<file path="src/source/vec_cfg_pkg.sv">
// Default sizes of the vector unit; NrLanes must be a power of two, widths derive from the sizes
package vec_cfg_pkg;

  // Default geometry, VLMAX is lanes times slots
  localparam int unsigned DefNrLanes      = 4;
  localparam int unsigned DefElemsPerLane = 4;
  localparam int unsigned DefElemWidth    = 16;

  ////////////////////
  // Width helpers
  ////////////////////

  // Index width, at least one bit
  function automatic int unsigned idx_width(input int unsigned num);
    return (num > 1) ? $clog2(num) : 1;
  endfunction

  // Width that holds every vl from 0 up to vlmax
  function automatic int unsigned vl_width(input int unsigned vlmax);
    return $clog2(vlmax + 1);
  endfunction

endpackage : vec_cfg_pkg

</file>
<file path="src/source/vec_isa_pkg.sv">
// Opcode and register field types of the vector unit; the opcode encoding uses all eight 3-bit codes
package vec_isa_pkg;

  // Number of architectural vector registers
  localparam int unsigned NrVRegs = 8;

  // Vector register number
  typedef logic [2:0] vreg_idx_t;

  ////////////////////
  // Opcodes
  ////////////////////

  // Element-wise ops write vd, the last two return a scalar
  typedef enum logic [2:0] {
    VADD_VV    = 3'd0,
    VSUB_VV    = 3'd1,
    VAND_VV    = 3'd2,
    VXOR_VV    = 3'd3,
    VADD_VX    = 3'd4,
    VMV_VX     = 3'd5,
    VREDSUM_VS = 3'd6,
    VMV_XS     = 3'd7
  } vec_op_e;

endpackage : vec_isa_pkg

</file>
<file path="src/source/vec_cmd_if.sv">
// Step command from the dispatcher; one element step per cycle, fields hold for the whole instruction
`timescale 1ns/100ps

interface vec_cmd_if #(
  parameter int unsigned NrLanes      = vec_cfg_pkg::DefNrLanes,
  parameter int unsigned ElemsPerLane = vec_cfg_pkg::DefElemsPerLane,
  parameter int unsigned ElemWidth    = vec_cfg_pkg::DefElemWidth
);
  import vec_isa_pkg::*;
  import vec_cfg_pkg::*;

  localparam int unsigned SlotWidth = idx_width(ElemsPerLane);
  localparam int unsigned VlWidth   = vl_width(NrLanes * ElemsPerLane);

  logic                 step;
  logic                 first;
  vec_op_e              op;
  vreg_idx_t            vd;
  vreg_idx_t            vs1;
  vreg_idx_t            vs2;
  logic [ElemWidth-1:0] scalar;
  logic [VlWidth-1:0]   vl;
  logic [SlotWidth-1:0] slot;

  modport ctrl (output step, first, op, vd, vs1, vs2, scalar, vl, slot);

  modport lane (input step, op, vd, vs1, vs2, scalar, vl, slot);

  modport reduce (input step, first, op, scalar);

endinterface : vec_cmd_if

</file>
<file path="src/source/vec_reduce.sv">
// Scalar result for sum reduction and element read; value holds from ack until the next instruction
`timescale 1ns/100ps

module vec_reduce #(
  parameter int unsigned NrLanes      = vec_cfg_pkg::DefNrLanes,
  parameter int unsigned ElemsPerLane = vec_cfg_pkg::DefElemsPerLane,
  parameter int unsigned ElemWidth    = vec_cfg_pkg::DefElemWidth
) (
  input  logic                              clk_i,
  input  logic                              rst_n_i,
  vec_cmd_if.reduce                         cmd,
  input  logic [NrLanes-1:0][ElemWidth-1:0] lane_elem_i,
  input  logic [NrLanes-1:0]                lane_active_i,
  output logic [ElemWidth-1:0]              resp_data_o
);
  import vec_isa_pkg::*;
  import vec_cfg_pkg::*;

  localparam int unsigned LaneIdxW = idx_width(NrLanes);
  localparam int unsigned TreeSize = 2 * NrLanes - 1;

  // Heap layout, leaves from NrLanes-1, root at 0
  logic [ElemWidth-1:0] tree_sum [TreeSize];
  logic [LaneIdxW-1:0]  xs_lane;
  logic [ElemWidth-1:0] resp_q;

  ////////////////////
  // Adder tree
  ////////////////////

  for (genvar l = 0; l < NrLanes; l++) begin : gen_leaves
    // Inactive lanes add nothing
    assign tree_sum[NrLanes-1+l] = lane_active_i[l] ? lane_elem_i[l] : '0;
  end : gen_leaves

  for (genvar n = 0; n < NrLanes - 1; n++) begin : gen_nodes
    assign tree_sum[n] = tree_sum[2*n+1] + tree_sum[2*n+2];
  end : gen_nodes

  // Lane that owns the element picked by the scalar
  assign xs_lane = LaneIdxW'(cmd.scalar % NrLanes);

  ////////////////////
  // Result register
  ////////////////////

  always_ff @(posedge clk_i or negedge rst_n_i) begin
    if (!rst_n_i) begin
      resp_q <= '0;
    end else if (cmd.op == VREDSUM_VS) begin
      // first also comes alone when vl is 0, the tree is zero then
      if (cmd.first) begin
        resp_q <= cmd.scalar + tree_sum[0];
      end else if (cmd.step) begin
        resp_q <= resp_q + tree_sum[0];
      end
    end else if ((cmd.op == VMV_XS) && cmd.step) begin
      resp_q <= lane_elem_i[xs_lane];
    end
  end

  assign resp_data_o = resp_q;

endmodule : vec_reduce

</file>
<file path="src/flat_wrapper.sv">
// flat-port wrapper written by rule: the top's interface ports become plain ports
module vec_reduce_flat import vec_isa_pkg::*; import vec_cfg_pkg::*;
#(
  parameter int unsigned NrLanes      = vec_cfg_pkg::DefNrLanes,
  parameter int unsigned ElemsPerLane = vec_cfg_pkg::DefElemsPerLane,
  parameter int unsigned ElemWidth    = vec_cfg_pkg::DefElemWidth
)
  (clk_i, rst_n_i, lane_elem_i, lane_active_i, resp_data_o, cmd_step, cmd_first, cmd_op, cmd_scalar);
  vec_cmd_if #(.NrLanes(NrLanes), .ElemsPerLane(ElemsPerLane), .ElemWidth(ElemWidth)) cmd_i ();
  input  logic clk_i;
  input  logic rst_n_i;
  input  logic [NrLanes-1:0][ElemWidth-1:0] lane_elem_i;
  input  logic [NrLanes-1:0] lane_active_i;
  output logic [ElemWidth-1:0] resp_data_o;
  input wire logic [$bits(cmd_i.step)-1:0] cmd_step;
  input wire logic [$bits(cmd_i.first)-1:0] cmd_first;
  input wire logic [$bits(cmd_i.op)-1:0] cmd_op;
  input wire logic [$bits(cmd_i.scalar)-1:0] cmd_scalar;
  assign cmd_i.step = cmd_step;
  assign cmd_i.first = cmd_first;
  assign cmd_i.op = cmd_op;
  assign cmd_i.scalar = cmd_scalar;
  vec_reduce #(.NrLanes(NrLanes), .ElemsPerLane(ElemsPerLane), .ElemWidth(ElemWidth)) u_core (.clk_i(clk_i), .rst_n_i(rst_n_i), .cmd(cmd_i), .lane_elem_i(lane_elem_i), .lane_active_i(lane_active_i), .resp_data_o(resp_data_o));
endmodule
</file>
<file path="config.mk">
export PLATFORM = sky130hd
export DESIGN_NAME = vec_reduce_flat
export DESIGN_NICKNAME = d
export VERILOG_FILES = /design/src/source/vec_cfg_pkg.sv /design/src/source/vec_isa_pkg.sv /design/src/source/vec_cmd_if.sv /design/src/source/vec_reduce.sv /design/src/flat_wrapper.sv
export SDC_FILE = /design/constraint.sdc
export NUM_CORES = 1
export LEC_CHECK = 0
export BUFFER_PORTS_ARGS = -buffer_cell sky130_fd_sc_hd__buf_2
export CAP_MARGIN = 10
export CORE_AREA = 2 2 101 103
export DETAILED_ROUTE_END_ITERATION = 8
export DIE_AREA = 0 0 103 105
export SLEW_MARGIN = 20
export SYNTH_ARGS = -nofsm -noshare
export SYNTH_HDL_FRONTEND = slang
export SYNTH_SLANG_ARGS = --single-unit
</file>
<file path="constraint.sdc">
create_clock -name clk_i -period 2.85 [get_ports clk_i]
set_input_delay 0.4275 -clock clk_i [delete_from_list [all_inputs] [get_ports clk_i]]
set_output_delay 0.4275 -clock clk_i [all_outputs]
set_load 0.01 [all_outputs]
</file>
==> impl_metrics.csv <==
group,metric,value,unit
status,status,"finished with violations",
status,violations,"setup timing",
synthesis,synthesis.area,0.00381,mm2
floorplanning,pin_count,107,
critical_path,r2r_slack,-0.03,ns
critical_path,startpoint,"lane_active_i[1]",
drt,num_vias,3798,
floorplanning,die_h,105,um
sta,fmax,0.226,GHz
place,hpwl,9.39,mm
drt,drcViolationCount,0,
clock_tree,clkTransAtPathRegs,0.06,ns
critical_path,critPathCaptureType,"flip-flop",
drt,drtIter0Drc,129,
layout,diodes,0,
synthesis,synth.distinct_cells,46,
synthesis,syn-mean-instance-area,8.58,um2
critical_path,reg2reg_from,"u_core.resp_data_o[0]",
synthesis,synth-seq-area-share,0.105,
clock_tree,clk_latency,0.27,ns
sta,tightest_slew,0.440,ns
synthesis,synth_top_cell_area_share,0.163,
clock_tree,cts_tree,"yes",
synthesis,syn-num-nets,599,
global_route,grt_max_degree,23,
sta,hold_viol,0,
synthesis,async_reset_ff_frac,1.00,
floorplanning,die_area,0.0108,mm2
sta,fin_crit,4.42,ns
synthesis,ys_warn_count,0,
clock_tree,cts_root_buffer,"clkbuf_8",
floorplanning,core,0.00964,mm2
drt,routed_wirelength,11.3,mm
synthesis,synth_area_leaders,"fa_1, ha_1, dfrtp_1",
critical_path,critPathMaxFanout,5,
power,power_density,724,mW/mm2
critical_path,cp-endpoint,"u_core.resp_data_o[12]",
hold_path,hp-class,"in -> async",
sta,setup_viol,14,
critical_path,cp.required,3.00,ns
drt,drt-pass1-iter-count,4,
critical_path,crit_type,"in -> reg",
layout,layout-drive-gt1-share,0.496,
layout,fin_nets,784,
synthesis,synth_flop_cell,"dfrtp_1",
synthesis,ys_ff_latch,16,
layout,largest_reg_flops,16,
critical_path,worst_setup_path_start_kind,"input pin",
global_route,grt_pass1_vias,3929,
drt,routedWlPerCell,14.8,um
synthesis,netlist_instances,444,
floorplanning,die_w,103,um
layout,fillers,892,
clock_tree,cts.path.max_buffers,2,
drt,ant_nets,0,
clock_tree,cts.sinks,16,
place,placed_area,0.00512,mm2
sta,setup_ws,-1.57,ns
global_route,gr-total-overflow,0,
sta,slew_headroom,0.699,
power,leakagePower,0.00280,uW
place,dpl_worst_slack,-1.95,ns
floorplanning,initial_core_util,0.395,
clock_tree,cts_buffers,3,
synthesis,yosysTopAreaCell,"fa_1",
global_route,track_usage,0.216,
global_route,grt_pass1_wl,18.7,mm
floorplanning,rows,36,
clock_tree,hold_buffers,0,
synthesis,synth_edf_count,0,
layout,area.growth.synth_to_final,49.1,%
clock_tree,htreeDepth,1,
sta,drv_slew,0,
sta,setup_tns,-15.73,ns
critical_path,r2r-end,"u_core.resp_data_o[12]",
power,max-vdd-ir-drop,0.000263,V
sta,fin_skew,0.00446,ns
layout,utilization,0.590,
critical_path,rr_worst_depth,11,
critical_path,worstPathArrival,4.58,ns
global_route,antenna_found_initial,0,
place,port-buffer-count,106,
sta,rsz0062_at_grt,"true",
sta,whs,0.0769,ns
place,finalWeightedCongestion,0.940,
job,maxCapViolations,0,
sta,post-route-period-util,1.55,
layout,fin_area,0.00568,mm2
drt,via_per_inst,5.00,
==> worst min path at each step <==
stage	slack (ns)	cells past startpoint	endpoint
final	0.08	1	u_core.resp_data_o[13]
after global routing	0.12	1	u_core.resp_data_o[13]
after CTS	0.1	1	u_core.resp_data_o[13]
after detailed placement	0.38	1	u_core.resp_data_o[13]
after global placement	0.37	1	u_core.resp_data_o[13]
after floorplan	0.13	0	u_core.resp_data_o[0]
==> worst max-delay path: stages <==
cell     delay (ns)
buf_8          0.10
and2_4         0.15
fa_1           0.52
inv_1          0.05
fa_1           0.47
inv_1          0.04
ha_2           0.17
inv_2          0.06
fa_2           0.20
nor2b_2        0.05
o31a_1         0.34
o21a_1         0.21
nor2_2         0.12
xnor2_2        0.13
ha_2           0.30
o21a_1         0.18
o21a_1         0.18
o22a_4         0.22
a31oi_4        0.21
buf_4          0.14
xnor2_1        0.06
mux2i_1        0.16
o21ai_1        0.09
==> cell usage in the layout, fill, tap and decap left out, drive strengths merged, types with 3 or more instances in the layout <==
cell,count
nor2b,3
and2,43
mux2,15
fa,31
o31ai,4
ha,33
nor2,24
nand3,3
a21o,4
clkbuf,3
o21bai,4
o21a,9
xnor2,20
mux2i,8
nand2,49
buf,195
a21oi,26
o21ai,23
nor3,7
a22oi,4
dfrtp,16
inv,56
xor2,8
mux4,16
==> synthesized netlist by cell type, types with 3 or more instances <==
| master | number |
|---|---|
| a21o_1 | 3 |
| a21oi_1 | 26 |
| a22oi_1 | 4 |
| and2_1 | 43 |
| buf_2 | 4 |
| clkbuf_1 | 10 |
| dfrtp_1 | 16 |
| fa_1 | 31 |
| ha_1 | 33 |
| inv_1 | 56 |
| mux2_2 | 15 |
| mux2i_1 | 8 |
| mux4_2 | 16 |
| nand2_1 | 49 |
| nand3_1 | 3 |
| nor2_1 | 24 |
| nor2b_1 | 3 |
| nor3_1 | 7 |
| o21a_1 | 9 |
| o21ai_0 | 22 |
| o21bai_1 | 4 |
| o31ai_1 | 4 |
| xnor2_1 | 20 |
| xor2_1 | 8 |
==> per-layer routing <==
| layer | routed length [um] | track usage | part of all wire | vias up |
|---|---|---|---|---|
| met4 | 98 | 0.0451 | 0.0087 | 0 |
| met1 | 5120 | 0.310 | 0.46 | 1831 |
| li1 | - | - | - | 1875 |
| met2 | 5570 | 0.357 | 0.50 | 87 |
| met3 | 458 | 0.0127 | 0.041 | 5 |
| met5 | 0 | 0 | 0 | - |
==> power by group <==
group | total (uW) | switching (uW) | internal (uW)
sequential | 331 | 44.7 | 286
combinational | 3590 | 1660 | 1940
clock | 187 | 92.9 | 94.6
==> cell type report <==
| class | count | area (um2) | share of cell area |
|---|---|---|---|
| clock buffer | 3 | 41.3 | 0.00726 |
| inverter | 56 | 213 | 0.0374 |
| multi-input combinational | 357 | 3600 | 0.633 |
| tap | 133 | 166 | 0.0293 |
| sequential | 16 | 400 | 0.0704 |
| timing repair buffer | 195 | 1260 | 0.222 |
==> what timing repair did <==
item                                    CTS  global route
pin swaps                                56            35
endpoints found under the setup margin   14            14
setup buffers                            16             4
gates cloned                              0             0
gates resized for setup                  54            35
==> kinds of logic (layout without fill, tap and decap cells) <==
family / Yosys count / count (layout) / synth area share
adder cells (fa/ha/maj): 64 / 64 / 0.271
buffers and inverters: 71 / 254 / 0.0712
XOR/XNOR: 29 / 29 / 0.0703
AO/OA/AOI/OAI: 85 / 85 / 0.142
flip-flops: 16 / 16 / 0.105
multiplexers: 39 / 39 / 0.160
AND/OR/NAND/NOR: 140 / 140 / 0.180
==> through the flow <==
step | total power [uW] | cells
finish | 4110 | 760
global route | 4450 | 760
CTS | 3750 | 758
detailed placement | 3120 | 741
global placement | 3050 | 741
floorplan | 2130 | 444
(Power assumes the default switching activity.)
