[config.mk]
export PLATFORM = sky130hd
export DESIGN_NAME = vec_dispatcher_flat
export DESIGN_NICKNAME = d
export VERILOG_FILES = /design/src/source/vec_cfg_pkg.sv /design/src/source/vec_isa_pkg.sv /design/src/source/vec_cmd_if.sv /design/src/source/vec_dispatcher.sv /design/src/flat_wrapper.sv
export SDC_FILE = /design/constraint.sdc
export NUM_CORES = 1
export LEC_CHECK = 0
export BUFFER_PORTS_ARGS = -buffer_cell sky130_fd_sc_hd__buf_4
export CORE_MARGIN = 5
export CORE_UTILIZATION = 40
export CTS_BUF_LIST = sky130_fd_sc_hd__clkbuf_16
export CTS_CLUSTER_DIAMETER = 80
export DETAILED_ROUTE_END_ITERATION = 8
export PLACE_DENSITY = 0.69
export REMOVE_ABC_BUFFERS = 1
export SLEW_MARGIN = 20
export SYNTH_ARGS = -nofsm -noshare
export SYNTH_HDL_FRONTEND = slang
export SYNTH_SLANG_ARGS = --single-unit
[constraint.sdc]
create_clock -name clk_i -period 4.24 [get_ports clk_i]
set_input_delay 0.424 -clock clk_i [delete_from_list [all_inputs] [get_ports clk_i]]
set_output_delay 0.424 -clock clk_i [all_outputs]
set_load 0.005 [all_outputs]
[src/source/vec_cfg_pkg.sv]
// Default sizes of the vector unit; NrLanes must be a power of two, widths derive from the sizes
package vec_cfg_pkg;

  // Default geometry, VLMAX is lanes times slots
  localparam int unsigned DefNrLanes      = 4;
  localparam int unsigned DefElemsPerLane = 4;
  localparam int unsigned DefElemWidth    = 16;

  ////////////////////
  // Width helpers
  ////////////////////

  // Index width, at least one bit
  function automatic int unsigned idx_width(input int unsigned num);
    return (num > 1) ? $clog2(num) : 1;
  endfunction

  // Width that holds every vl from 0 up to vlmax
  function automatic int unsigned vl_width(input int unsigned vlmax);
    return $clog2(vlmax + 1);
  endfunction

endpackage : vec_cfg_pkg

[src/source/vec_isa_pkg.sv]
// Opcode and register field types of the vector unit; the opcode encoding uses all eight 3-bit codes
package vec_isa_pkg;

  // Number of architectural vector registers
  localparam int unsigned NrVRegs = 8;

  // Vector register number
  typedef logic [2:0] vreg_idx_t;

  ////////////////////
  // Opcodes
  ////////////////////

  // Element-wise ops write vd, the last two return a scalar
  typedef enum logic [2:0] {
    VADD_VV    = 3'd0,
    VSUB_VV    = 3'd1,
    VAND_VV    = 3'd2,
    VXOR_VV    = 3'd3,
    VADD_VX    = 3'd4,
    VMV_VX     = 3'd5,
    VREDSUM_VS = 3'd6,
    VMV_XS     = 3'd7
  } vec_op_e;

endpackage : vec_isa_pkg

[src/source/vec_cmd_if.sv]
// Step command from the dispatcher; one element step per cycle, fields hold for the whole instruction
`timescale 1ns/100ps

interface vec_cmd_if #(
  parameter int unsigned NrLanes      = vec_cfg_pkg::DefNrLanes,
  parameter int unsigned ElemsPerLane = vec_cfg_pkg::DefElemsPerLane,
  parameter int unsigned ElemWidth    = vec_cfg_pkg::DefElemWidth
);
  import vec_isa_pkg::*;
  import vec_cfg_pkg::*;

  localparam int unsigned SlotWidth = idx_width(ElemsPerLane);
  localparam int unsigned VlWidth   = vl_width(NrLanes * ElemsPerLane);

  logic                 step;
  logic                 first;
  vec_op_e              op;
  vreg_idx_t            vd;
  vreg_idx_t            vs1;
  vreg_idx_t            vs2;
  logic [ElemWidth-1:0] scalar;
  logic [VlWidth-1:0]   vl;
  logic [SlotWidth-1:0] slot;

  modport ctrl (output step, first, op, vd, vs1, vs2, scalar, vl, slot);

  modport lane (input step, op, vd, vs1, vs2, scalar, vl, slot);

  modport reduce (input step, first, op, scalar);

endinterface : vec_cmd_if

[src/source/vec_dispatcher.sv]
// Four-phase req/ack front end; core must hold fields while req_i is high, one instruction at a time
`timescale 1ns/100ps

module vec_dispatcher #(
  parameter int unsigned NrLanes      = vec_cfg_pkg::DefNrLanes,
  parameter int unsigned ElemsPerLane = vec_cfg_pkg::DefElemsPerLane,
  parameter int unsigned ElemWidth    = vec_cfg_pkg::DefElemWidth
) (
  input  logic                                                     clk_i,
  input  logic                                                     rst_n_i,
  input  logic                                                     req_i,
  input  vec_isa_pkg::vec_op_e                                     op_i,
  input  vec_isa_pkg::vreg_idx_t                                   vd_i,
  input  vec_isa_pkg::vreg_idx_t                                   vs1_i,
  input  vec_isa_pkg::vreg_idx_t                                   vs2_i,
  input  logic [ElemWidth-1:0]                                     scalar_i,
  input  logic [vec_cfg_pkg::vl_width(NrLanes*ElemsPerLane)-1:0]   vl_i,
  output logic                                                     ack_o,
  vec_cmd_if.ctrl                                                  cmd
);
  import vec_isa_pkg::*;
  import vec_cfg_pkg::*;

  localparam int unsigned Vlmax     = NrLanes * ElemsPerLane;
  localparam int unsigned VlWidth   = vl_width(Vlmax);
  localparam int unsigned SlotWidth = idx_width(ElemsPerLane);

  typedef enum logic [1:0] {
    IDLE,
    RUN,
    ACK
  } vec_state_e;

  vec_state_e           state_q, state_d;
  vec_op_e              op_q;
  vreg_idx_t            vd_q;
  vreg_idx_t            vs1_q;
  vreg_idx_t            vs2_q;
  logic [ElemWidth-1:0] scalar_q;
  logic [VlWidth-1:0]   vl_q;
  logic [SlotWidth-1:0] slot_q;
  logic                 first_q;
  logic                 ack_q;

  logic                 accept;
  logic                 last_step;
  logic [VlWidth-1:0]   vl_clamped;
  logic [SlotWidth-1:0] xs_slot;

  // vl beyond VLMAX is cut back
  assign vl_clamped = (vl_i > VlWidth'(Vlmax)) ? VlWidth'(Vlmax) : vl_i;

  // Scalar read picks one element and its index wraps at VLMAX
  assign xs_slot = SlotWidth'((scalar_i / NrLanes) % ElemsPerLane);

  assign accept = (state_q == IDLE) && req_i;

  // Extraction takes one step and other ops stop once the next slot starts at or past vl
  assign last_step = (op_q == VMV_XS) || ((slot_q + 1) * NrLanes >= vl_q);

  ////////////////////
  // State machine
  ////////////////////

  always_comb begin
    state_d = state_q;
    unique case (state_q)
      IDLE: begin
        if (req_i) begin
          // Nothing to step through when vl is zero
          state_d = ((op_i == VMV_XS) || (vl_clamped != '0)) ? RUN : ACK;
        end
      end
      RUN: begin
        if (last_step) begin
          state_d = ACK;
        end
      end
      ACK: begin
        if (!req_i) begin
          state_d = IDLE;
        end
      end
      default: state_d = IDLE;
    endcase
  end

  always_ff @(posedge clk_i or negedge rst_n_i) begin
    if (!rst_n_i) begin
      state_q  <= IDLE;
      op_q     <= VADD_VV;
      vd_q     <= '0;
      vs1_q    <= '0;
      vs2_q    <= '0;
      scalar_q <= '0;
      vl_q     <= '0;
      slot_q   <= '0;
      first_q  <= 1'b0;
      ack_q    <= 1'b0;
    end else begin
      state_q <= state_d;
      first_q <= accept;
      // One cycle after RUN so the result register has settled
      ack_q   <= (state_q == ACK) && req_i;
      if (accept) begin
        op_q     <= op_i;
        vd_q     <= vd_i;
        vs1_q    <= vs1_i;
        vs2_q    <= vs2_i;
        scalar_q <= scalar_i;
        vl_q     <= vl_clamped;
        slot_q   <= (op_i == VMV_XS) ? xs_slot : '0;
      end else if ((state_q == RUN) && !last_step) begin
        slot_q <= slot_q + 1'b1;
      end
    end
  end

  ////////////////////
  // Command outputs
  ////////////////////

  assign cmd.step   = (state_q == RUN);
  assign cmd.first  = first_q;
  assign cmd.op     = op_q;
  assign cmd.vd     = vd_q;
  assign cmd.vs1    = vs1_q;
  assign cmd.vs2    = vs2_q;
  assign cmd.scalar = scalar_q;
  assign cmd.vl     = vl_q;
  assign cmd.slot   = slot_q;

  assign ack_o = ack_q;

  // Ack only answers a request that was raised at the edge it rose on
  a_ack_needs_req: assert property (@(posedge clk_i) disable iff (!rst_n_i)
    $rose(ack_o) |-> $past(req_i))
    else $error("ack_o rose while req_i was low");

  a_op_known: assert property (@(posedge clk_i) disable iff (!rst_n_i)
    $rose(req_i) |-> !$isunknown(op_i))
    else $error("op_i unknown when req_i rose");

endmodule : vec_dispatcher

[src/flat_wrapper.sv]
// flat-port wrapper written by rule: the top's interface ports become plain ports
module vec_dispatcher_flat import vec_isa_pkg::*; import vec_cfg_pkg::*;
#(
  parameter int unsigned NrLanes      = vec_cfg_pkg::DefNrLanes,
  parameter int unsigned ElemsPerLane = vec_cfg_pkg::DefElemsPerLane,
  parameter int unsigned ElemWidth    = vec_cfg_pkg::DefElemWidth
)
  (clk_i, rst_n_i, req_i, op_i, vd_i, vs1_i, vs2_i, scalar_i, vl_i, ack_o, cmd_step, cmd_first, cmd_op, cmd_vd, cmd_vs1, cmd_vs2, cmd_scalar, cmd_vl, cmd_slot);
  vec_cmd_if #(.NrLanes(NrLanes), .ElemsPerLane(ElemsPerLane), .ElemWidth(ElemWidth)) cmd_i ();
  input  logic clk_i;
  input  logic rst_n_i;
  input  logic req_i;
  input  vec_isa_pkg::vec_op_e op_i;
  input  vec_isa_pkg::vreg_idx_t vd_i;
  input  vec_isa_pkg::vreg_idx_t vs1_i;
  input  vec_isa_pkg::vreg_idx_t vs2_i;
  input  logic [ElemWidth-1:0] scalar_i;
  input  logic [vec_cfg_pkg::vl_width(NrLanes*ElemsPerLane)-1:0] vl_i;
  output logic ack_o;
  output wire logic [$bits(cmd_i.step)-1:0] cmd_step;
  output wire logic [$bits(cmd_i.first)-1:0] cmd_first;
  output wire logic [$bits(cmd_i.op)-1:0] cmd_op;
  output wire logic [$bits(cmd_i.vd)-1:0] cmd_vd;
  output wire logic [$bits(cmd_i.vs1)-1:0] cmd_vs1;
  output wire logic [$bits(cmd_i.vs2)-1:0] cmd_vs2;
  output wire logic [$bits(cmd_i.scalar)-1:0] cmd_scalar;
  output wire logic [$bits(cmd_i.vl)-1:0] cmd_vl;
  output wire logic [$bits(cmd_i.slot)-1:0] cmd_slot;
  assign cmd_step = cmd_i.step;
  assign cmd_first = cmd_i.first;
  assign cmd_op = cmd_i.op;
  assign cmd_vd = cmd_i.vd;
  assign cmd_vs1 = cmd_i.vs1;
  assign cmd_vs2 = cmd_i.vs2;
  assign cmd_scalar = cmd_i.scalar;
  assign cmd_vl = cmd_i.vl;
  assign cmd_slot = cmd_i.slot;
  vec_dispatcher #(.NrLanes(NrLanes), .ElemsPerLane(ElemsPerLane), .ElemWidth(ElemWidth)) u_core (.clk_i(clk_i), .rst_n_i(rst_n_i), .req_i(req_i), .op_i(op_i), .vd_i(vd_i), .vs1_i(vs1_i), .vs2_i(vs2_i), .scalar_i(scalar_i), .vl_i(vl_i), .ack_o(ack_o), .cmd(cmd_i));
endmodule
==> flow_summary.yaml <==
global_route:
  grt_pass1_wl_um: 6560
  grt_pass1_vias: 1443
  grt_remaining_overflow: 0
  grt_max_degree: 41
  antenna_found_initial: 0
  grt_util_all_layers: 0.154
synth:
  synth_largest_area_cell: "dfrtp_1"
  postSynthRegisterBits: 39
  synth_top_area_share: 0.580
  yosysSeqAreaShare: 0.580
  syn_area_sq_um: 1680
  synthTopCellsByArea: "dfrtp_1, nand2_1, ha_1"
  syn_inst: 179
  ys_types: 31
  avgSynthCellArea_sq_um: 9.40
  yosysWarnings: 0
floorplan:
  dieArea_sq_um: 5600
  core_sq_um: 4030
  io_pins: 74
  die_y_um: 74.9
  die_x_um: 74.9
  rows: 23
  start_util: 0.418
worst_setup_path:
  cp_cell_sequence: "or3b_1 > buf_4 > clkinv_2 > and3_1 > a31oi_1 > nand3b_1"
  worstReg2RegEnd: "u_core.cmd.slot[1]"
  worstPathRequired_ns: 4.39
  crit_arrival_ns: 2.27
  r2r_slack_ns: 2.13
  crit_type: "reg2reg"
  startpoint_type: "register"
  slowest_stage: "clkinv_2"
  reg2regPathDepth: 6
  slowest_delay_ns: 0.51
  end_kind: "register"
  r2r_start: "u_core.state_q[1]"
  cp_max_fo: 40
timing:
  report.final.setup_viol: 0
  worst_slew_pin_slew_ns: 0.505
  grt_setup_unrepaired: "false"
  timing.slew.headroom: 0.663
  finalHoldViolations: 0
  post-route-period-util: 0.498
  max_clock_freq_mhz: 473
  setup_tns_ns: 0
  finClkSkew_ns: 0.00203
  holdWs_ns: 0.117
  fin_crit_ns: 2.11
  timing.final.ws_setup_ns: 2.13
  slew_viol_final: 0
finish:
  nets: 292
  n_antenna_cell: 0
  final_util: 0.597
  fillers: 375
  final_cell_area_sq_um: 2400
  syn2layout_area_growth_pct: 42.8
  drive_gt1_frac: 0.336
drt:
  drc: 0
  wl_per_cell_um: 13.2
  via_per_inst: 4.73
  dr.first_iter.drc_count: 49
  drt-total-wl_um: 4010
  vias: 1432
  ant_nets: 0
  drtPass1Iterations: 4
cts:
  cts_buffers: 5
  cts.sinks: 39
  postCtsSetupRepairBufs: 0
  clk_latency_ns: 0.27
  htree_levels: 2
  clk_path_buf_depth: 2
  cts_tree: "built"
  cts_root_buf: "clkbuf_16"
  clk_pin_slew_ns: 0.06
  cts_hold_buf: 0
  post_cts_resized: 0
pwr:
  seq_power_share: 0.368
  swShare: 0.331
  p_leak_nw: 1.32
  pwr-share-clk: 0.229
  power_frac_comb: 0.403
  internal_power_w: 0.00120
  max-vdd-ir-drop_mv: 0.286
  power_density_nw_per_um2: 744
  switchingPower_w: 0.000592
min_path:
  hp-class: "in2async"
place:
  placed_area_sq_um: 2240
  hpwl_um: 2810
  numPortBuffers: 73
  pre_cts_ws_ns: 1.94
  gp_congestion: 0.776
job:
  drv_cap: 0
outcome:
  status: "completed"
## cell usage after synthesis, drive strengths merged
| library cell | instances |
|---|---|
| mux2i | 1 |
| buf | 5 |
| nand4 | 1 |
| nor2b | 1 |
| nor4b | 1 |
| and3 | 2 |
| clkinv | 1 |
| clkbuf | 3 |
| nor3 | 1 |
| dfrtp | 39 |
| nand2 | 91 |
| or3b | 1 |
| nor2 | 1 |
| a21oi | 1 |
| nor3b | 2 |
| nand2b | 1 |
| o22ai | 2 |
| o21bai | 1 |
| a32oi | 1 |
| and3b | 1 |
| a21boi | 1 |
| a31oi | 1 |
| nand3b | 5 |
| or4 | 1 |
| nand4bb | 1 |
| inv | 4 |
| o21ai | 3 |
| ha | 4 |
| nand3 | 2 |
## cell type report
cell class                      instances  area, sq um  area share
Clock inverter                          3         38.8      0.0161
Multi-Input combinational cell        127          626       0.260
Timing Repair Buffer                   74          556       0.231
Clock buffer                            5          125      0.0521
Sequential cell                        39          976       0.406
Tap cell                               50         62.6      0.0260
Inverter                                5         20.0     0.00833
## how the worst max path moves through the flow
stage | slack (ns) | start | end | depth (start not counted)
2_1_floorplan | 1.94 | req_i | u_core.cmd.slot[1] | 5
3_3_place_gp | 1.96 | req_i | u_core.cmd.slot[1] | 7
3_5_place_dp | 1.94 | req_i | u_core.cmd.slot[1] | 7
4_1_cts | 2.12 | u_core.state_q[1] | u_core.cmd.slot[1] | 6
5_1_grt | 1.92 | u_core.state_q[1] | u_core.cmd.slot[1] | 6
6_report | 2.13 | u_core.state_q[1] | u_core.cmd.slot[1] | 6
## cells in the final DEF, fill, tap and decap left out, types with 2 or more instances in the layout
master / instances
and3_1: 2
buf_4: 74
clkbuf_16: 5
clkinv_2: 2
dfrtp_1: 39
ha_1: 4
inv_1: 4
nand2_1: 91
nand3_1: 2
nand3b_1: 5
nor3b_1: 2
o21ai_0: 2
o22ai_1: 2
## metrics by stage
stage	instances	total power [W]
final	303	0.00179
after global placement	295	0.00137
after CTS	303	0.00181
after detailed placement	295	0.00139
after floorplan	171	0.000992
after global routing	303	0.00194
## power by group through the flow
stage / registers [W] / logic (W) / clock network (W)
after floorplan: 0.000662 / 0.000330 / 0
after global placement: 0.000662 / 0.000712 / 0
after detailed placement: 0.000661 / 0.000729 / 0
after CTS: 0.000658 / 0.000735 / 0.000421
after global routing: 0.000683 / 0.000825 / 0.000435
final: 0.000658 / 0.000721 / 0.000410
## layer usage
layer | track usage | vias to the layer above | wire [um]
li1 | - | 716 | -
met1 | 0.194 | 661 | 1690
met2 | 0.250 | 51 | 1940
met3 | 0.0454 | 4 | 345
met4 | 0.0534 | 0 | 36
met5 | 0 | - | 0
## logic make-up after synthesis
logic type | Yosys count | synth area share
buffers and inverters | 13 | 0.0483
adders and majority gates | 4 | 0.0297
AOI/OAI and AO/OA | 10 | 0.0394
muxes | 1 | 0.00595
and+or+nand+nor | 112 | 0.297
DFF | 39 | 0.580
## worst max-delay path, delay by kind of cell, from the launching register on
family                 cells  cell delay, ns
DFF                        1            0.39
and+or+nand+nor            3            0.58
buffers and inverters      2            0.85
AOI/OAI and AO/OA          1            0.15
## flip-flops by register name, indices dropped and copies added (netlist names)
signal,flops
u_core.cmd.slot,2
u_core.cmd.vd,3
u_core.cmd.vs2,3
u_core.state_q,2
u_core.cmd.vl,5
u_core.cmd.op,3
u_core.ack_o,1
u_core.cmd.scalar,16
u_core.cmd.vs1,3
u_core.cmd.first,1
(Power assumes the default switching activity.)
