<file path="src/source/vec_cfg_pkg.sv">
// Default sizes of the vector unit; NrLanes must be a power of two, widths derive from the sizes
package vec_cfg_pkg;

  // Default geometry, VLMAX is lanes times slots
  localparam int unsigned DefNrLanes      = 4;
  localparam int unsigned DefElemsPerLane = 4;
  localparam int unsigned DefElemWidth    = 16;

  ////////////////////
  // Width helpers
  ////////////////////

  // Index width, at least one bit
  function automatic int unsigned idx_width(input int unsigned num);
    return (num > 1) ? $clog2(num) : 1;
  endfunction

  // Width that holds every vl from 0 up to vlmax
  function automatic int unsigned vl_width(input int unsigned vlmax);
    return $clog2(vlmax + 1);
  endfunction

endpackage : vec_cfg_pkg

</file>
<file path="src/source/vec_isa_pkg.sv">
// Opcode and register field types of the vector unit; the opcode encoding uses all eight 3-bit codes
package vec_isa_pkg;

  // Number of architectural vector registers
  localparam int unsigned NrVRegs = 8;

  // Vector register number
  typedef logic [2:0] vreg_idx_t;

  ////////////////////
  // Opcodes
  ////////////////////

  // Element-wise ops write vd, the last two return a scalar
  typedef enum logic [2:0] {
    VADD_VV    = 3'd0,
    VSUB_VV    = 3'd1,
    VAND_VV    = 3'd2,
    VXOR_VV    = 3'd3,
    VADD_VX    = 3'd4,
    VMV_VX     = 3'd5,
    VREDSUM_VS = 3'd6,
    VMV_XS     = 3'd7
  } vec_op_e;

endpackage : vec_isa_pkg

</file>
<file path="src/source/vec_cmd_if.sv">
// Step command from the dispatcher; one element step per cycle, fields hold for the whole instruction
`timescale 1ns/100ps

interface vec_cmd_if #(
  parameter int unsigned NrLanes      = vec_cfg_pkg::DefNrLanes,
  parameter int unsigned ElemsPerLane = vec_cfg_pkg::DefElemsPerLane,
  parameter int unsigned ElemWidth    = vec_cfg_pkg::DefElemWidth
);
  import vec_isa_pkg::*;
  import vec_cfg_pkg::*;

  localparam int unsigned SlotWidth = idx_width(ElemsPerLane);
  localparam int unsigned VlWidth   = vl_width(NrLanes * ElemsPerLane);

  logic                 step;
  logic                 first;
  vec_op_e              op;
  vreg_idx_t            vd;
  vreg_idx_t            vs1;
  vreg_idx_t            vs2;
  logic [ElemWidth-1:0] scalar;
  logic [VlWidth-1:0]   vl;
  logic [SlotWidth-1:0] slot;

  modport ctrl (output step, first, op, vd, vs1, vs2, scalar, vl, slot);

  modport lane (input step, op, vd, vs1, vs2, scalar, vl, slot);

  modport reduce (input step, first, op, scalar);

endinterface : vec_cmd_if

</file>
<file path="src/source/vec_lane.sv">
// One lane holds elements with index mod NrLanes equal to LaneId; elements at vl and above stay as is
`timescale 1ns/100ps

module vec_lane #(
  parameter int unsigned NrLanes      = vec_cfg_pkg::DefNrLanes,
  parameter int unsigned ElemsPerLane = vec_cfg_pkg::DefElemsPerLane,
  parameter int unsigned ElemWidth    = vec_cfg_pkg::DefElemWidth,
  parameter int unsigned LaneId       = 0
) (
  input  logic                 clk_i,
  input  logic                 rst_n_i,
  vec_cmd_if.lane              cmd,
  output logic [ElemWidth-1:0] lane_elem_o,
  output logic                 lane_active_o
);
  import vec_isa_pkg::*;

  // Register file slice, one slot row per register
  logic [ElemWidth-1:0] vrf_q [NrVRegs][ElemsPerLane];

  logic [ElemWidth-1:0] opnd_a;
  logic [ElemWidth-1:0] opnd_b;
  logic [ElemWidth-1:0] alu_res;
  logic                 alu_wr;
  logic                 elem_active;

  ////////////////////
  // Operand read
  ////////////////////

  assign opnd_a = vrf_q[cmd.vs1][cmd.slot];
  assign opnd_b = vrf_q[cmd.vs2][cmd.slot];

  // Global element index of this slot
  assign elem_active = (cmd.slot * NrLanes + LaneId) < cmd.vl;

  // vs2 goes to the reduction unit as is
  assign lane_elem_o   = opnd_b;
  assign lane_active_o = elem_active;

  ////////////////////
  // Element ALU
  ////////////////////

  // Results wrap at ElemWidth bits
  always_comb begin
    alu_res = opnd_b;
    alu_wr  = 1'b1;
    unique case (cmd.op)
      VADD_VV: alu_res = opnd_b + opnd_a;
      VSUB_VV: alu_res = opnd_b - opnd_a;
      VAND_VV: alu_res = opnd_b & opnd_a;
      VXOR_VV: alu_res = opnd_b ^ opnd_a;
      VADD_VX: alu_res = opnd_b + cmd.scalar;
      VMV_VX:  alu_res = cmd.scalar;
      // Scalar results, no write-back
      default: alu_wr = 1'b0;
    endcase
  end

  // Write-back at the edge that closes the step
  always_ff @(posedge clk_i or negedge rst_n_i) begin
    if (!rst_n_i) begin
      for (int r = 0; r < NrVRegs; r++) begin
        for (int s = 0; s < ElemsPerLane; s++) begin
          vrf_q[r][s] <= '0;
        end
      end
    end else if (cmd.step && alu_wr && elem_active) begin
      vrf_q[cmd.vd][cmd.slot] <= alu_res;
    end
  end

  // Dispatcher keeps the slot inside the slice
  a_slot_range: assert property (@(posedge clk_i) disable iff (!rst_n_i)
    cmd.step |-> (cmd.slot < ElemsPerLane))
    else $error("lane %0d got slot %0d beyond ElemsPerLane", LaneId, cmd.slot);

endmodule : vec_lane

</file>
<file path="src/flat_wrapper.sv">
// flat-port wrapper written by rule: the top's interface ports become plain ports
module vec_lane_flat import vec_isa_pkg::*;
#(
  parameter int unsigned NrLanes      = vec_cfg_pkg::DefNrLanes,
  parameter int unsigned ElemsPerLane = vec_cfg_pkg::DefElemsPerLane,
  parameter int unsigned ElemWidth    = vec_cfg_pkg::DefElemWidth,
  parameter int unsigned LaneId       = 0
)
  (clk_i, rst_n_i, lane_elem_o, lane_active_o, cmd_step, cmd_op, cmd_vd, cmd_vs1, cmd_vs2, cmd_scalar, cmd_vl, cmd_slot);
  vec_cmd_if #(.NrLanes(NrLanes), .ElemsPerLane(ElemsPerLane), .ElemWidth(ElemWidth)) cmd_i ();
  input  logic clk_i;
  input  logic rst_n_i;
  output logic [ElemWidth-1:0] lane_elem_o;
  output logic lane_active_o;
  input wire logic [$bits(cmd_i.step)-1:0] cmd_step;
  input wire logic [$bits(cmd_i.op)-1:0] cmd_op;
  input wire logic [$bits(cmd_i.vd)-1:0] cmd_vd;
  input wire logic [$bits(cmd_i.vs1)-1:0] cmd_vs1;
  input wire logic [$bits(cmd_i.vs2)-1:0] cmd_vs2;
  input wire logic [$bits(cmd_i.scalar)-1:0] cmd_scalar;
  input wire logic [$bits(cmd_i.vl)-1:0] cmd_vl;
  input wire logic [$bits(cmd_i.slot)-1:0] cmd_slot;
  assign cmd_i.step = cmd_step;
  assign cmd_i.op = cmd_op;
  assign cmd_i.vd = cmd_vd;
  assign cmd_i.vs1 = cmd_vs1;
  assign cmd_i.vs2 = cmd_vs2;
  assign cmd_i.scalar = cmd_scalar;
  assign cmd_i.vl = cmd_vl;
  assign cmd_i.slot = cmd_slot;
  vec_lane #(.NrLanes(NrLanes), .ElemsPerLane(ElemsPerLane), .ElemWidth(ElemWidth), .LaneId(LaneId)) u_core (.clk_i(clk_i), .rst_n_i(rst_n_i), .cmd(cmd_i), .lane_elem_o(lane_elem_o), .lane_active_o(lane_active_o));
endmodule
</file>
<file path="config.mk">
export PLATFORM = sky130hd
export DESIGN_NAME = vec_lane_flat
export DESIGN_NICKNAME = d
export VERILOG_FILES = /design/src/source/vec_cfg_pkg.sv /design/src/source/vec_isa_pkg.sv /design/src/source/vec_cmd_if.sv /design/src/source/vec_lane.sv /design/src/flat_wrapper.sv
export SDC_FILE = /design/constraint.sdc
export NUM_CORES = 1
export LEC_CHECK = 0
export BUFFER_PORTS_ARGS = -buffer_cell sky130_fd_sc_hd__buf_4
export CORE_MARGIN = 2
export CORE_UTILIZATION = 50
export CTS_CLUSTER_SIZE = 16
export DETAILED_ROUTE_END_ITERATION = 10
export PLACE_DENSITY = 0.66
export SKIP_LAST_GASP = 1
export SYNTH_ARGS = -nofsm -noshare
export SYNTH_HDL_FRONTEND = slang
export SYNTH_SLANG_ARGS = --single-unit
</file>
<file path="constraint.sdc">
create_clock -name clk_i -period 12.1 [get_ports clk_i]
set_input_delay 1.815 -clock clk_i [delete_from_list [all_inputs] [get_ports clk_i]]
set_output_delay 1.815 -clock clk_i [all_outputs]
set_load 0.02 [all_outputs]
</file>
==> run_results.csv, run 1 <==
group,metric,value,unit
outcome,outcome,"completed",
synthesis,synth-seq-cells,512,
placed_design,gp_congestion,0.941,
power_and_ir_drop,total_leakage_power,15.6,nW
min_path,hold_class,"flop to flop",
synthesis,synthArstFlopShare,1.00,
routing,drt_iter0_drc,3304,
synthesis,synth_cell_types,74,
power_and_ir_drop,power.switching,1.77,mW
floorplan,coreArea,60000,sq um
sta,finalSetupTns,0,ps
synthesis,synth_compound_area_frac,0.0929,
clocking,clk_pin_slew,60,ps
sta,fmaxAchievable,0.121,GHz
synthesis,synth_top_family_by_area,"multiplexers",
clocking,hold_buffers,0,
global_route,antenna_found_initial,4,
clocking,cts_root_buffer,"clkbuf_16",
sta,min_period,8250,ps
synthesis,yosysMostFrequentCell,"nand2_1",
setup_path,worst_path_max_delay_cell,"a211oi_4",
synthesis,synth_fp_nets,3078,
floorplan,fp-row-count,90,
final_layout,largest_register,"u_core.vrf_q",
synthesis,yosys-top-cells-area,"dfrtp_1, mux4_2, nand2_1",
final_layout,n_antenna_cell,0,
sta,report.final.hold_viol_count,0,
setup_path,start_kind,"input pin",
synthesis,synth_edf_count,0,
final_layout,top_regs,"u_core.vrf_q x512",
synthesis,muxShareOfSynthArea,0.256,
routing,num_vias,25181,
sta,period_share,0.681,
floorplan,ios,55,
sta,setup_viol,0,
clocking,cts-resized-gates,0,
clocking,clock-sinks,512,
clocking,htreeDepth,2,
setup_path,setup.worst_path.end_class,"flop",
setup_path,crit_chain,"buf_4 -> buf_4 -> mux4_1 -> nand2b_1 -> a32oi_1 -> o22ai_1 -> a2111oi_2 -> nand4_1 -> nor3_1 -> xor2_1 -> o21ai_0 -> ha_1 -> a21o_1 -> a21o_1 -> a21oi_1 -> o31ai_1 -> nor3b_1 -> or2_1 -> a211oi_4 -> mux2_2",
floorplan,chipHeight,250,um
synthesis,yosys_warnings,0,
clocking,post_cts_buffers,0,
clocking,insertion_delay,630,ps
global_route,grt_max_degree,130,
placed_design,hpwl,69100,um
routing,viasPerCell,6.66,
placed_design,io_buffer_count,54,
routing,antenna_left,0,
sta,finalMaxSlewViolations,0,
final_layout,postLayoutCellArea,33000,sq um
power_and_ir_drop,power_frac_seq,0.422,
final_layout,layout-drive-gt1-share,0.174,
flow_run,drv_cap,0,
synthesis,avgSynthCellArea,10.1,sq um
global_route,grt_pass1_vias,24506,
final_layout,area_growth,9.30,%
setup_path,worst-path-max-fanout,48,
synthesis,synthesis.area,30200,sq um
setup_path,crit_buf_inv,2,
sta,clock_skew,14.9,ps
sta,relSlewSlack,0.123,
power_and_ir_drop,clock_power_share,0.322,
floorplan,die-width,250,um
setup_path,cp.arrival,8800,ps
routing,routed_wl,107000,um
clocking,numCtsBuffers,55,
floorplan,die_area,62400,sq um
setup_path,cp_top_family,"compound AO/OA/AOI/OAI gates",
global_route,gr-total-overflow,0,
final_layout,fillers,5126,
floorplan,start_util,0.503,
power_and_ir_drop,ir_drop,0.110,mV
placed_design,dpl_cell_area,31200,sq um
global_route,grtUsageTotal,0.341,
synthesis,synth_top_cell_by_area,"dfrtp_1",
power_and_ir_drop,intPower,3.63,mW
synthesis,synth-simple-area-share,0.167,
setup_path,crit_required,12660,ps
power_and_ir_drop,power.density,164,nW/um^2
power_and_ir_drop,p_sw_frac,0.327,
setup_path,crit_type,"input pin to flop",
setup_path,slowest_delay,1070,ps
final_layout,largest_register_ffs,512,
sta,grt_setup_unrepaired,"no",
placed_design,place_ws,3400,ps
synthesis,yosys.area_share.adder,0.0147,
synthesis,postSynthCellCount,3005,
synthesis,synth_xor_area_frac,0.00638,
synthesis,synthTopCellsByCount,"nand2_1, dfrtp_1, mux4_2",
final_layout,final_nets,3024,
sta,tightestPinTransition,1310,ps
routing,avgRoutedWirePerCell,28.3,um
synthesis,ys_seq_area_frac,0.424,
power_and_ir_drop,comb_power_share,0.257,
routing,first_pass_iters,6,
clocking,cts_tree,"built",
sta,worst_slack,3850,ps
sta,holdWs,500,ps
routing,drt_drc_violations_left,0,
global_route,grt_pass1_wl,159000,um
synthesis,yosysTopAreaCellShare,0.424,
synthesis,synth_flop_cell,"dfrtp_1",
clocking,cts_buffer_depth,3,
## cells by family (layout without fill, tap and decap cells)
logic type	after synthesis	count (layout)
compound gates	426	426
xor+xnor	22	22
fa+ha+maj	35	35
buf+inv	259	251
flops	512	512
mux	484	484
simple gates	1267	1267
## power by group through the flow
stage	logic [mW]	registers, mW	clock network, mW
floorplan	0.981	2.20	0
global placement	1.32	2.27	0
detailed placement	1.36	2.29	0
CTS	1.36	2.26	1.75
global route	1.50	2.31	1.81
finish	1.39	2.28	1.74
## worst reg2reg max path, stage by stage, from the launching register on
cell      delay (ps)
dfrtp_1          420
mux4_2           480
nor3b_1          160
a31oi_1          440
and4_1           510
ha_1             310
a221o_1          340
ha_1             280
a21o_1           190
a21oi_1          210
o21ai_0          170
a31o_2           310
a211oi_1         370
o31ai_1          210
nor3b_1          200
or2_1            270
a211oi_4        1070
mux2_2           360
## metrics by stage
| step | util | cells | power, mW |
|---|---|---|---|
| after detailed placement | 0.519 | 3676 | 3.65 |
| after global routing | 0.550 | 3779 | 5.61 |
| after floorplan | - | 3005 | 3.19 |
| after CTS | 0.550 | 3779 | 5.37 |
| final | 0.550 | 3779 | 5.40 |
| after global placement | 0.519 | 3676 | 3.59 |
## path summary, 6_finish.rpt
check                                   from           endpoint  slack [ps]  cells after the start
setup / recovery                  cmd_vs1[1]  u_core.vrf_q[111]        3850                     20
min in group asynchronous            rst_n_i  u_core.vrf_q[361]        1310                      1
hold / removal             u_core.vrf_q[221]  u_core.vrf_q[221]         500                      2
hold reg to reg            u_core.vrf_q[221]  u_core.vrf_q[221]         500                      2
max in group asynchronous            rst_n_i  u_core.vrf_q[485]        8160                      3
setup reg to reg           u_core.vrf_q[369]  u_core.vrf_q[111]        5750                     17
## area by class of cell
cell class | instances | area [sq um] | share of cell area
Tap cell | 782 | 978 | 0.0296
Timing Repair Buffer | 126 | 985 | 0.0298
Sequential cell | 512 | 12800 | 0.388
Clock buffer | 90 | 1680 | 0.0509
Inverter | 22 | 83.8 | 0.00254
Multi-Input combinational cell | 2234 | 16300 | 0.494
Clock inverter | 13 | 159 | 0.00481
## metal layers
metal,GRT usage,up-vias,part of all wire
li1,-,10512,-
met1,0.457,12589,0.38
met2,0.508,1672,0.44
met3,0.100,400,0.13
met4,0.172,8,0.057
met5,0,-,0.00046
## placed cells by master, fill, tap and decap left out, drive strengths merged, types with 61 or more instances in the layout
cell	n
o21ai	177
dfrtp	512
buf	126
mux2i	186
nor2	182
nand2	988
mux4	219
clkbuf	90
mux2	79
a22oi	61
Power figures use the tool's default switching activity.
==> run 2: changes to the inputs <==
--- a/config.mk
+++ b/config.mk
@@ -5,6 +5,7 @@
 export SDC_FILE = /design/constraint.sdc
 export NUM_CORES = 1
 export LEC_CHECK = 0
+export ABC_AREA = 1
 export BUFFER_PORTS_ARGS = -buffer_cell sky130_fd_sc_hd__buf_4
 export CORE_MARGIN = 2
 export CORE_UTILIZATION = 50
==> constraint.sdc (replaced) <==
create_clock -name clk_i -period 8.1 [get_ports clk_i]
set_input_delay 1.215 -clock clk_i [delete_from_list [all_inputs] [get_ports clk_i]]
set_output_delay 1.215 -clock clk_i [all_outputs]
set_load 0.02 [all_outputs]
==> run_results.csv, run 2 <==
group,metric,value,unit
clocking,cts_tree,"built",
routing,drt_iter0_drc,3702,
synthesis,synthTopCellsByCount,"nand2_1, o21ai_0, dfrtp_1",
flow_run,drv_cap,0,
sta,clock_skew,26.6,ps
clocking,cts_root_buffer,"clkbuf_16",
global_route,grt_pass1_wl,166000,um
sta,min_period,6400,ps
clocking,htreeDepth,2,
setup_path,crit_required,8560,ps
sta,report.final.hold_viol_count,0,
min_path,hold_class,"flop to flop",
clocking,clk_pin_slew,70,ps
final_layout,largest_register,"u_core.vrf_q",
routing,first_pass_iters,7,
final_layout,top_regs,"u_core.vrf_q x512",
synthesis,avgSynthCellArea,6.90,sq um
setup_path,setup.worst_path.end_class,"flop",
routing,viasPerCell,5.90,
setup_path,r2r_setup_slack,2890,ps
synthesis,yosysTopAreaCellShare,0.415,
setup_path,worst_path_max_delay_cell,"inv_4",
clocking,clock-sinks,512,
final_layout,fin_util,0.546,
setup_path,crit_buf_inv,6,
routing,routed_wl,106000,um
floorplan,ios,55,
synthesis,synth_cell_types,42,
routing,avgRoutedWirePerCell,20.6,um
clocking,insertion_delay,640,ps
synthesis,yosys_warnings,0,
sta,grt_setup_unrepaired,"no",
synthesis,synth-seq-cells,512,
sta,period_share,0.790,
placed_design,hpwl,64900,um
setup_path,crit_path_frequent_cell,"nor2_1",
final_layout,n_antenna_cell,0,
sta,finalMaxSlewViolations,0,
synthesis,yosys-top-cells-area,"dfrtp_1, nand2_1, o21ai_0",
global_route,grt_max_degree,214,
outcome,outcome,"completed",
placed_design,io_buffer_count,54,
sta,finalSetupTns,0,ps
power_and_ir_drop,ir_drop,0.188,mV
routing,antenna_left,0,
setup_path,crit_type,"input pin to flop",
routing,drt_drc_violations_left,0,
floorplan,fp-row-count,91,
setup_path,r2r-start,"u_core.vrf_q[497]",
power_and_ir_drop,total_leakage_power,15.3,nW
min_path,hold_path_end,"u_core.vrf_q[216]",
synthesis,postSynthCellCount,4479,
final_layout,largest_register_ffs,512,
setup_path,r2r_cells,31,
routing,num_vias,30428,
final_layout,final_nets,4392,
final_layout,postLayoutCellArea,33500,sq um
synthesis,yosysMostFrequentCell,"nand2_1",
floorplan,die-width,253,um
global_route,grtUsageTotal,0.334,
min_path,min_from,"u_core.vrf_q[216]",
synthesis,ys_seq_area_frac,0.415,
setup_path,cp_top_family,"simple AND/OR/NAND/NOR gates",
clocking,hold_buffers,0,
final_layout,fillers,5990,
clocking,cts-resized-gates,0,
final_layout,mostFrequentLayoutCell,"nand2_1",
setup_path,r2r-end,"u_core.vrf_q[445]",
synthesis,synth_fp_nets,4552,
global_route,gr-total-overflow,0,
final_layout,layout-drive-gt1-share,0.0566,
clocking,numCtsBuffers,56,
final_layout,layout_common_cells,"nand2_1, o21ai_0, dfrtp_1",
setup_path,cp.arrival,6860,ps
global_route,grt_pass1_vias,28203,
synthesis,synthesis.area,30900,sq um
synthesis,synth_top_cell_by_area,"dfrtp_1",
power_and_ir_drop,fin_total_pwr,8.09,mW
floorplan,start_util,0.503,
placed_design,gp_congestion,0.906,
setup_path,slowest_delay,520,ps
power_and_ir_drop,power.density,241,nW/um^2
global_route,antenna_found_initial,0,
floorplan,coreArea,61400,sq um
clocking,cts_buffer_depth,3,
sta,fmaxAchievable,0.156,GHz
setup_path,start_kind,"input pin",
floorplan,chipHeight,253,um
placed_design,dpl_cell_area,31500,sq um
final_layout,area_growth,8.48,%
sta,setup_viol,0,
sta,tightestPinTransition,1270,ps
synthesis,synth_flop_cell,"dfrtp_1",
synthesis,synth_edf_count,0,
synthesis,synthArstFlopShare,1.00,
sta,relSlewSlack,0.152,
clocking,post_cts_buffers,0,
setup_path,worst-path-max-fanout,107,
floorplan,die_area,63800,sq um
min_path,holdPathStages,2,
==> run 2: cell types whose count changed in the layout (fill, tap and decap cells not counted), sizes merged, moves of 46 or more <==
cell    before   now
nand2      988  1175
mux2i      186     0
inv         23   454
nand3       12   473
mux4       219     0
o21ai      177   793
a22oi       61     7
a21oi       18   286
mux2        79     0
o311ai       0    46
==> run 2: metrics by stage <==
| stage | hold WS (ps) | std cells | setup slack, ps |
|---|---|---|---|
| 3_5_place_dp | 468 | 5051 | 1200 |
| 5_1_grt | 496 | 5155 | 1190 |
| 3_3_place_gp | 466 | 5051 | 1330 |
| 2_1_floorplan | 449 | 4479 | 2740 |
| 4_1_cts | 487 | 5155 | 1840 |
| 6_report | 485 | 5155 | 1700 |
==> run 2: worst max-delay path by stage <==
stage	from	endpoint	cells past startpoint
3_5_place_dp	cmd_vs1[0]	u_core.vrf_q[445]	33
6_report	cmd_vs1[0]	u_core.vrf_q[445]	33
5_1_grt	cmd_vs1[0]	u_core.vrf_q[397]	33
2_1_floorplan	cmd_vs2[0]	u_core.vrf_q[124]	28
4_1_cts	cmd_vs1[0]	u_core.vrf_q[445]	33
3_3_place_gp	cmd_vs1[0]	u_core.vrf_q[45]	33
==> run 2: layer usage <==
metal  wire length [um]  vias up  track usage
li1                   -    14470            -
met1              44600    14375        0.458
met2              48600     1349        0.532
met3               8520      234       0.0377
met4               4730        0        0.149
met5                  0        -            0
==> run 2: layout make-up <==
class / count / area (sq um) / area share
Inverter: 459 / 1740 / 0.0518
Sequential cell: 512 / 12800 / 0.382
Tap cell: 790 / 988 / 0.0295
Clock inverter: 19 / 263 / 0.00784
Multi-Input combinational cell: 3173 / 15000 / 0.448
Clock buffer: 85 / 1710 / 0.0511
Timing Repair Buffer: 117 / 1000 / 0.0299
==> run 2: worst min-delay path, stage by stage, from the launching register on <==
cell and delay [ps]:
dfrtp_1 340, nand2_1 50, o21ai_0 60
==> run 2: cells by family (layout without fill, tap and decap cells) <==
logic type | Yosys count | count (layout) | share of synthesized area
AO/OA/AOI/OAI | 1233 | 1233 | 0.215
XOR/XNOR | 1 | 1 | 0.000284
adder cells (fa/ha/maj) | 35 | 35 | 0.0144
buffers and inverters | 794 | 680 | 0.103
flip-flops | 512 | 512 | 0.415
AND/OR/NAND/NOR | 1904 | 1904 | 0.253
==> run 2: report_power, final <==
part           internal [mW]  total [mW]  switching (mW)
clock                   1.64        2.77            1.13
combinational          0.633        1.93            1.29
sequential              3.06        3.39           0.326
total                   5.34        8.09            2.75
